### src/verilog/bdi_cfg.svh
`ifndef BDI_CFG_SVH
`define BDI_CFG_SVH

// Cache line geometry
`define BDI_LINE_BITS 256
`define BDI_BYTE_BITS 8

// Input strobe to output strobe, in cycles
`define BDI_LATENCY 2

`endif

### src/verilog/bdiPkg.sv
`include "bdi_cfg.svh"

package bdiPkg;

    // One uncompressed or packed cache line
    typedef logic [`BDI_LINE_BITS-1:0] lineT;

    // Listed in priority order, first fitting one wins
    typedef enum logic [2:0]
    {
        base8Delta1,
        base8Delta2,
        base8Delta4,
        base4Delta1,
        base4Delta2,
        uncompressed
    } encodingT;

    // Compressed size in bytes, 0 to 32
    typedef logic [5:0] lenT;

endpackage

### src/verilog/baseDeltaEncoder.sv
`include "bdi_cfg.svh"

module baseDeltaEncoder
#(
    parameter type wordT = logic [63:0],
    localparam int WordBits = $bits(wordT),
    localparam int WordCount = `BDI_LINE_BITS / WordBits,
    // Delta widths 1, 2, ... bytes up to half a word
    localparam int DeltaCount = $clog2(WordBits / `BDI_BYTE_BITS)
)
(
    input  logic         clk,
    input  logic         rstN,
    input  bdiPkg::lineT lineData,
    output logic [DeltaCount-1:0] fits,
    output bdiPkg::lineT packedLine [DeltaCount]
);

    wordT base;
    wordT deltas [WordCount];

    logic [DeltaCount-1:0] fitNext;
    bdiPkg::lineT packNext [DeltaCount];

    //////////////////////////////////////////////////
    // Wrapping differences against word 0

    assign base = lineData[WordBits-1:0];

    for (genvar k = 0; k < WordCount; k++)
    begin : gWord
        assign deltas[k] = lineData[k*WordBits +: WordBits] - base;
    end

    //////////////////////////////////////////////////
    // Fit test and packing, one per delta width

    for (genvar d = 0; d < DeltaCount; d++)
    begin : gDelta
        localparam int DeltaBits = `BDI_BYTE_BITS << d;

        logic [WordCount-1:0] wordFit;
        logic [WordCount*DeltaBits-1:0] deltaField;

        for (genvar k = 0; k < WordCount; k++)
        begin : gSlot
            logic [WordBits-DeltaBits:0] upper;

            // Sign extension holds when the top bits are all copies of the delta MSB
            assign upper = deltas[k][WordBits-1:DeltaBits-1];
            assign wordFit[k] = (&upper) | ~(|upper);

            if (k == 0)
            begin : gZero
                // Word 0 is the base itself
                assign deltaField[DeltaBits-1:0] = '0;
            end
            else
            begin : gTrunc
                assign deltaField[k*DeltaBits +: DeltaBits] = deltas[k][DeltaBits-1:0];
            end
        end

        assign fitNext[d] = &wordFit;

        // Base low, then the delta slots, then zero padding
        assign packNext[d] = bdiPkg::lineT'({deltaField, base});
    end

    //////////////////////////////////////////////////
    // Output registers

    always_ff @(posedge clk or negedge rstN)
    begin
        if (!rstN)
        begin
            fits <= '0;
            packedLine <= '{default: '0};
        end
        else
        begin
            fits <= fitNext;
            packedLine <= packNext;
        end
    end

endmodule

### src/verilog/bdiCompressor.sv
module bdiCompressor
(
    input  logic             clk,
    input  logic             rstN,
    input  logic             lineValid,
    input  bdiPkg::lineT     lineData,
    output logic             compValid,
    output bdiPkg::lineT     compData,
    output bdiPkg::encodingT compEnc,
    output bdiPkg::lenT      compLen
);

    // Encoder results, one cycle behind lineData
    logic [2:0]   fits8;
    bdiPkg::lineT packed8 [3];
    logic [1:0]   fits4;
    bdiPkg::lineT packed4 [2];

    baseDeltaEncoder #(.wordT(logic [63:0])) encoder8
    (
        .clk        (clk),
        .rstN       (rstN),
        .lineData   (lineData),
        .fits       (fits8),
        .packedLine (packed8)
    );

    baseDeltaEncoder #(.wordT(logic [31:0])) encoder4
    (
        .clk        (clk),
        .rstN       (rstN),
        .lineData   (lineData),
        .fits       (fits4),
        .packedLine (packed4)
    );

    encodingSelector selector
    (
        .clk       (clk),
        .rstN      (rstN),
        .lineValid (lineValid),
        .lineData  (lineData),
        .fits8     (fits8),
        .packed8   (packed8),
        .fits4     (fits4),
        .packed4   (packed4),
        .compValid (compValid),
        .compData  (compData),
        .compEnc   (compEnc),
        .compLen   (compLen)
    );

endmodule

### src/verilog/encodingSelector.sv
`include "bdi_cfg.svh"

module encodingSelector
(
    input  logic             clk,
    input  logic             rstN,
    input  logic             lineValid,
    input  bdiPkg::lineT     lineData,
    input  logic [2:0]       fits8,
    input  bdiPkg::lineT     packed8 [3],
    input  logic [1:0]       fits4,
    input  bdiPkg::lineT     packed4 [2],
    output logic             compValid,
    output bdiPkg::lineT     compData,
    output bdiPkg::encodingT compEnc,
    output bdiPkg::lenT      compLen
);

    localparam int LineBytes = `BDI_LINE_BITS / `BDI_BYTE_BITS;

    logic validQ;
    bdiPkg::lineT lineQ;

    bdiPkg::encodingT encNext;
    bdiPkg::lineT dataNext;

    // Base bytes plus one delta per word
    function automatic bdiPkg::lenT lenOf(input bdiPkg::encodingT enc);
        int baseBytes;
        int deltaBytes;
        baseBytes = (enc inside {bdiPkg::base4Delta1, bdiPkg::base4Delta2}) ? 4 : 8;
        case (enc)
            bdiPkg::base8Delta1, bdiPkg::base4Delta1: deltaBytes = 1;
            bdiPkg::base8Delta2, bdiPkg::base4Delta2: deltaBytes = 2;
            bdiPkg::base8Delta4: deltaBytes = 4;
            default: deltaBytes = 0;
        endcase
        if (enc == bdiPkg::uncompressed)
            return bdiPkg::lenT'(LineBytes);
        return bdiPkg::lenT'(baseBytes + (LineBytes / baseBytes) * deltaBytes);
    endfunction

    //////////////////////////////////////////////////
    // Stage 1, aligned with the encoder registers

    always_ff @(posedge clk or negedge rstN)
    begin
        if (!rstN)
        begin
            validQ <= 1'b0;
            lineQ <= '0;
        end
        else
        begin
            validQ <= lineValid;
            lineQ <= lineData;
        end
    end

    // 8-byte base first, narrow deltas before wide ones
    always_comb
    begin
        encNext = bdiPkg::uncompressed;
        dataNext = lineQ;
        if (fits8[0])
        begin
            encNext = bdiPkg::base8Delta1;
            dataNext = packed8[0];
        end
        else if (fits8[1])
        begin
            encNext = bdiPkg::base8Delta2;
            dataNext = packed8[1];
        end
        else if (fits8[2])
        begin
            encNext = bdiPkg::base8Delta4;
            dataNext = packed8[2];
        end
        else if (fits4[0])
        begin
            encNext = bdiPkg::base4Delta1;
            dataNext = packed4[0];
        end
        else if (fits4[1])
        begin
            encNext = bdiPkg::base4Delta2;
            dataNext = packed4[1];
        end
    end

    //////////////////////////////////////////////////
    // Stage 2 outputs

    always_ff @(posedge clk or negedge rstN)
    begin
        if (!rstN)
        begin
            compValid <= 1'b0;
            compData <= '0;
            compEnc <= bdiPkg::encodingT'('0);
            compLen <= '0;
        end
        else
        begin
            compValid <= validQ;
            compData <= dataNext;
            compEnc <= encNext;
            compLen <= lenOf(encNext);
        end
    end

endmodule
### config.mk
export PLATFORM = sky130hd
export DESIGN_NAME = bdiCompressor
export DESIGN_NICKNAME = d
export VERILOG_FILES = /design/src/verilog/bdiPkg.sv /design/src/verilog/baseDeltaEncoder.sv /design/src/verilog/bdiCompressor.sv /design/src/verilog/encodingSelector.sv
export VERILOG_INCLUDE_DIRS = /design/src /design/src/verilog
export SDC_FILE = /design/constraint.sdc
export NUM_CORES = 2
export LEC_CHECK = 0
export BUFFER_PORTS_ARGS = -buffer_cell sky130_fd_sc_hd__buf_2
export CAP_MARGIN = 10
export CORE_UTILIZATION = 54
export CTS_CLUSTER_DIAMETER = 50
export DETAILED_ROUTE_END_ITERATION = 10
export GPL_TIMING_DRIVEN = 0
export PLACE_DENSITY_LB_ADDON = 0.12
export SLEW_MARGIN = 40
export SYNTH_ARGS = -nofsm -noshare
export SYNTH_HDL_FRONTEND = slang
export SYNTH_SLANG_ARGS = --single-unit
### constraint.sdc
create_clock -name clk -period 2.7 [get_ports clk]
set_input_delay 0.405 -clock clk [delete_from_list [all_inputs] [get_ports clk]]
set_output_delay 0.405 -clock clk [all_outputs]
set_load 0.05 [all_outputs]
==> results.ini <==
[placement]
io_buffer_count = 522
gp_congestion = 1.071
dp_hpwl_um = 142600

[clocking]
cts_tree = done
clock_path_buffers = 3
root_buffer = clkbuf_16
cts.clk_slew.worst_paths_ns = 0.05
htree_levels = 3
numCtsBuffers = 87
insertion_delay_ns = 0.68
clock-sinks = 686

[setup_path]
r2r-start = encoder8.fits[0]
r2r_slack_ns = 0.01
endpoint_kind = flip-flop
arrival_ns = 5.31
worstSetupPathType = input pin to flip-flop
required_ns = 3.29
r2r_end = selector.compLen[5]
cp-start-kind = input pin
r2r_cells = 7
worstPathMaxFanout = 7

[sta]
setup_viol = 6
fmax_mhz = 211.7
drv_slew = 0
min_period_ns = 4.724
slew-limit-headroom_pct = 45.32
skew_ns = 0.03509
tightest_slew_ns = 0.8099
fin_crit_sh_pct = 175.0
hold_slack_ns = 0.04623
rsz0062_at_grt = yes
setup_ws_ns = -2.024
hold_violations = 0

[power_and_ir_drop]
switching_share_pct = 36.75
switchingPower_mw = 12.26
power_density_nw_per_um2 = 612.2
p_leak_nw = 24.18
max-vdd-ir-drop_mv = 0.5759
power.internal_mw = 21.10
pwr-share-seq_pct = 36.1
power_frac_comb_pct = 28.1
clkPwrFrac_pct = 35.8

[route]
post_drt_wl_per_cell_um = 29.26
num_vias = 43510
first_pass_iters = 8
drtIter0Drc = 5360
wl_um = 194400
met2WireLength_um = 82570
wl_met3_um = 24580
ant_nets = 0
top_layer = met5
wirelength_met1_um = 71360
vias_per_cell = 6.549
drc = 0

[floorplanning]
die_x_um = 282.0
io_pins = 525
rows = 102
die_area_um2 = 79500
floorplan.initialDensity_pct = 54.64
die_y_um = 282.0
core_area_um2 = 77470

[worst_hold_path]
hp-start = lineData[109]
holdPathStages = 1
hp-class = input pin to flip-flop
whs_endpoint = selector.lineQ[109]

[global_route]
grt_overflow_total = 0
antenna_found_initial = 32
grt_start_max_net_pins = 114
grt_pass1_wl_um = 272300
grt_usage_pct = 47.78
grt_pass1_vias = 40370

[yosys]
synth_flop_cell = dfrtp_1
synth.cell_area_um2 = 42320
syn_inst = 4569
synth.yosys.seq_area_share_pct = 40.56
synth_edf_count = 0
syn_avg_cell_area_um2 = 9.263
yosys_warnings = 0
synth.distinct_cells = 94
synth-seq-cells = 686
synthArstFlopShare_pct = 100.0

[final_layout]
layout-drive-gt1-share_pct = 20.22
area_growth_pct = 28.78
postLayoutCoreUtil_pct = 70.36
nets = 6084

[run_status]
violations = negative setup slack
status = complete, but fails checks

[run]
maxCapViolations = 0

==> worst max-delay path by stage <==
stage | depth (start not counted) | slack, ns | start | endpoint
2_1_floorplan | 16 | -1.79 | lineData[192] | encoder8.fits[1]
3_3_place_gp | 1 | -12.49 | rstN | selector.compData[27]
3_5_place_dp | 16 | -4.04 | lineData[1] | encoder4.fits[0]
4_1_cts | 17 | -1.81 | lineData[3] | encoder4.fits[0]
5_1_grt | 16 | -2.10 | lineData[22] | encoder8.fits[0]
6_report | 19 | -2.02 | lineData[13] | encoder4.fits[0]
==> cell usage after synthesis (all sizes together) (43+ instances only) <==
cell type / n / area share (%)
dfrtp: 686 / 41
a21oi: 405 / 4.8
nand2: 335 / 3.0
nor2: 320 / 2.8
ha: 315 / 9.3
o21ai: 259 / 3.1
inv: 209 / 1.9
clkbuf: 197 / 1.7
xnor2: 158 / 3.3
a21o: 131 / 2.3
nand4: 117 / 1.8
xor2: 115 / 2.4
nor3: 101 / 1.2
and2: 97 / 1.4
nand3: 83 / 0.98
o21a: 78 / 1.4
a22oi: 76 / 1.3
and3: 53 / 0.78
nor4: 51 / 0.77
mux2: 50 / 1.3
o21bai: 46 / 0.82
a211oi: 45 / 0.81
a221oi: 43 / 0.90
==> state kept, by name (all words and copies together) (netlist names) <==
name	flops
selector.compEnc	3
selector.validQ	1
encoder4.fits	2
encoder8.fits	3
selector.compValid	1
selector.compLen	4
selector.compData	256
encoder4.packedLine	112
encoder8.packedLine	48
selector.lineQ	256
==> cells in the final DEF, fill, tap and decap left out, types with 41 or more instances in the layout <==
cell,instances
ha_1,287
inv_1,166
nor3_1,92
a22o_1,41
and3_1,52
o21bai_1,46
mux2_2,50
dlygate4sd3_1,255
o21ai_0,227
dfrtp_1,684
a21oi_1,375
nand3_1,82
and2_1,94
a21o_1,130
xor2_1,111
a22oi_1,74
clkbuf_16,87
buf_2,529
xnor2_1,149
clkbuf_1,159
nand4_1,116
nor2_1,311
buf_4,79
nand2_1,333
o21a_1,77
==> routing by layer <==
| layer | GRT usage (%) | up-vias |
|---|---|---|
| li1 | - | 18630 |
| met1 | 59.24 | 20840 |
| met2 | 70.04 | 3212 |
| met3 | 15.34 | 811 |
| met4 | 34.38 | 24 |
| met5 | 0 | - |
==> per-stage QoR <==
stage / cells / setup WS (ns) / area [µm²] / TNS, ns / total power [mW]
2_1_floorplan: 4571 / -1.794 / 42480 / -7.607 / 16.98
3_3_place_gp: 6133 / -12.49 / 46400 / -8743.05 / 20.06
3_5_place_dp: 6146 / -4.036 / 46710 / -140.80 / 20.18
4_1_cts: 6600 / -1.807 / 53900 / -8.489 / 32.67
5_1_grt: 6622 / -2.100 / 54450 / -9.651 / 34.27
6_report: 6643 / -2.024 / 54500 / -9.273 / 33.37
==> repair_timing <==
item / in CTS / in global routing
hold buffers: 254 / 1
endpoints found under the hold margin: 425 / 1
setup buffers: 74 / 16
gates cloned: 0 / 0
gates resized for setup: 248 / 86
endpoints found under the setup margin: 248 / 57
pin swaps: 26 / 28
==> logic make-up after synthesis <==
| group | after synthesis | share of synthesized area, % |
|---|---|---|
| other | 1 | 0.008860 |
| muxes | 81 | 2.063 |
| buffers and inverters | 429 | 3.855 |
| adders and majority gates | 323 | 9.690 |
| and+or+nand+nor | 1383 | 16.63 |
| xor gates and xnor gates | 273 | 5.667 |
| AOI/OAI and AO/OA | 1393 | 21.53 |
| DFF | 686 | 40.56 |
==> final cells by class <==
class                      instances  area (µm²)
antenna                           29       72.57
buffer                           182       758.2
clock buffer                     116        2426
clock inverter                    45       580.6
fill                            5770       22960
inverter                         209       979.7
multi-input combinational       3456       24880
sequential                       686       17170
tap                             1040        1301
timing repair buffer             880        6336
==> power by group through the flow <==
stage / combinational (mW) / sequential, mW / clock, mW
after detailed placement: 8.06 / 12.1 / 0
after global placement: 7.95 / 12.1 / 0
final: 9.36 / 12.1 / 11.9
after floorplan: 4.64 / 12.3 / 0
after global routing: 9.85 / 12.0 / 12.4
after CTS: 8.81 / 11.9 / 11.9
==> critical path: stages <==
cell	delay, ns
buf_2	0.13
inv_6	0.25
ha_1	0.41
a21oi_4	0.27
o21ai_2	0.18
a221oi_4	0.51
o21ai_0	0.23
nor2_2	0.23
nand2b_1	0.09
xor2_1	0.34
nand4_1	0.17
nor4_2	0.28
buf_2	0.24
buf_2	0.19
nand4_1	0.10
buf_4	0.19
mux2_2	0.30
a2111oi_4	0.48
o221a_2	0.27
(Power assumes the default switching activity.)
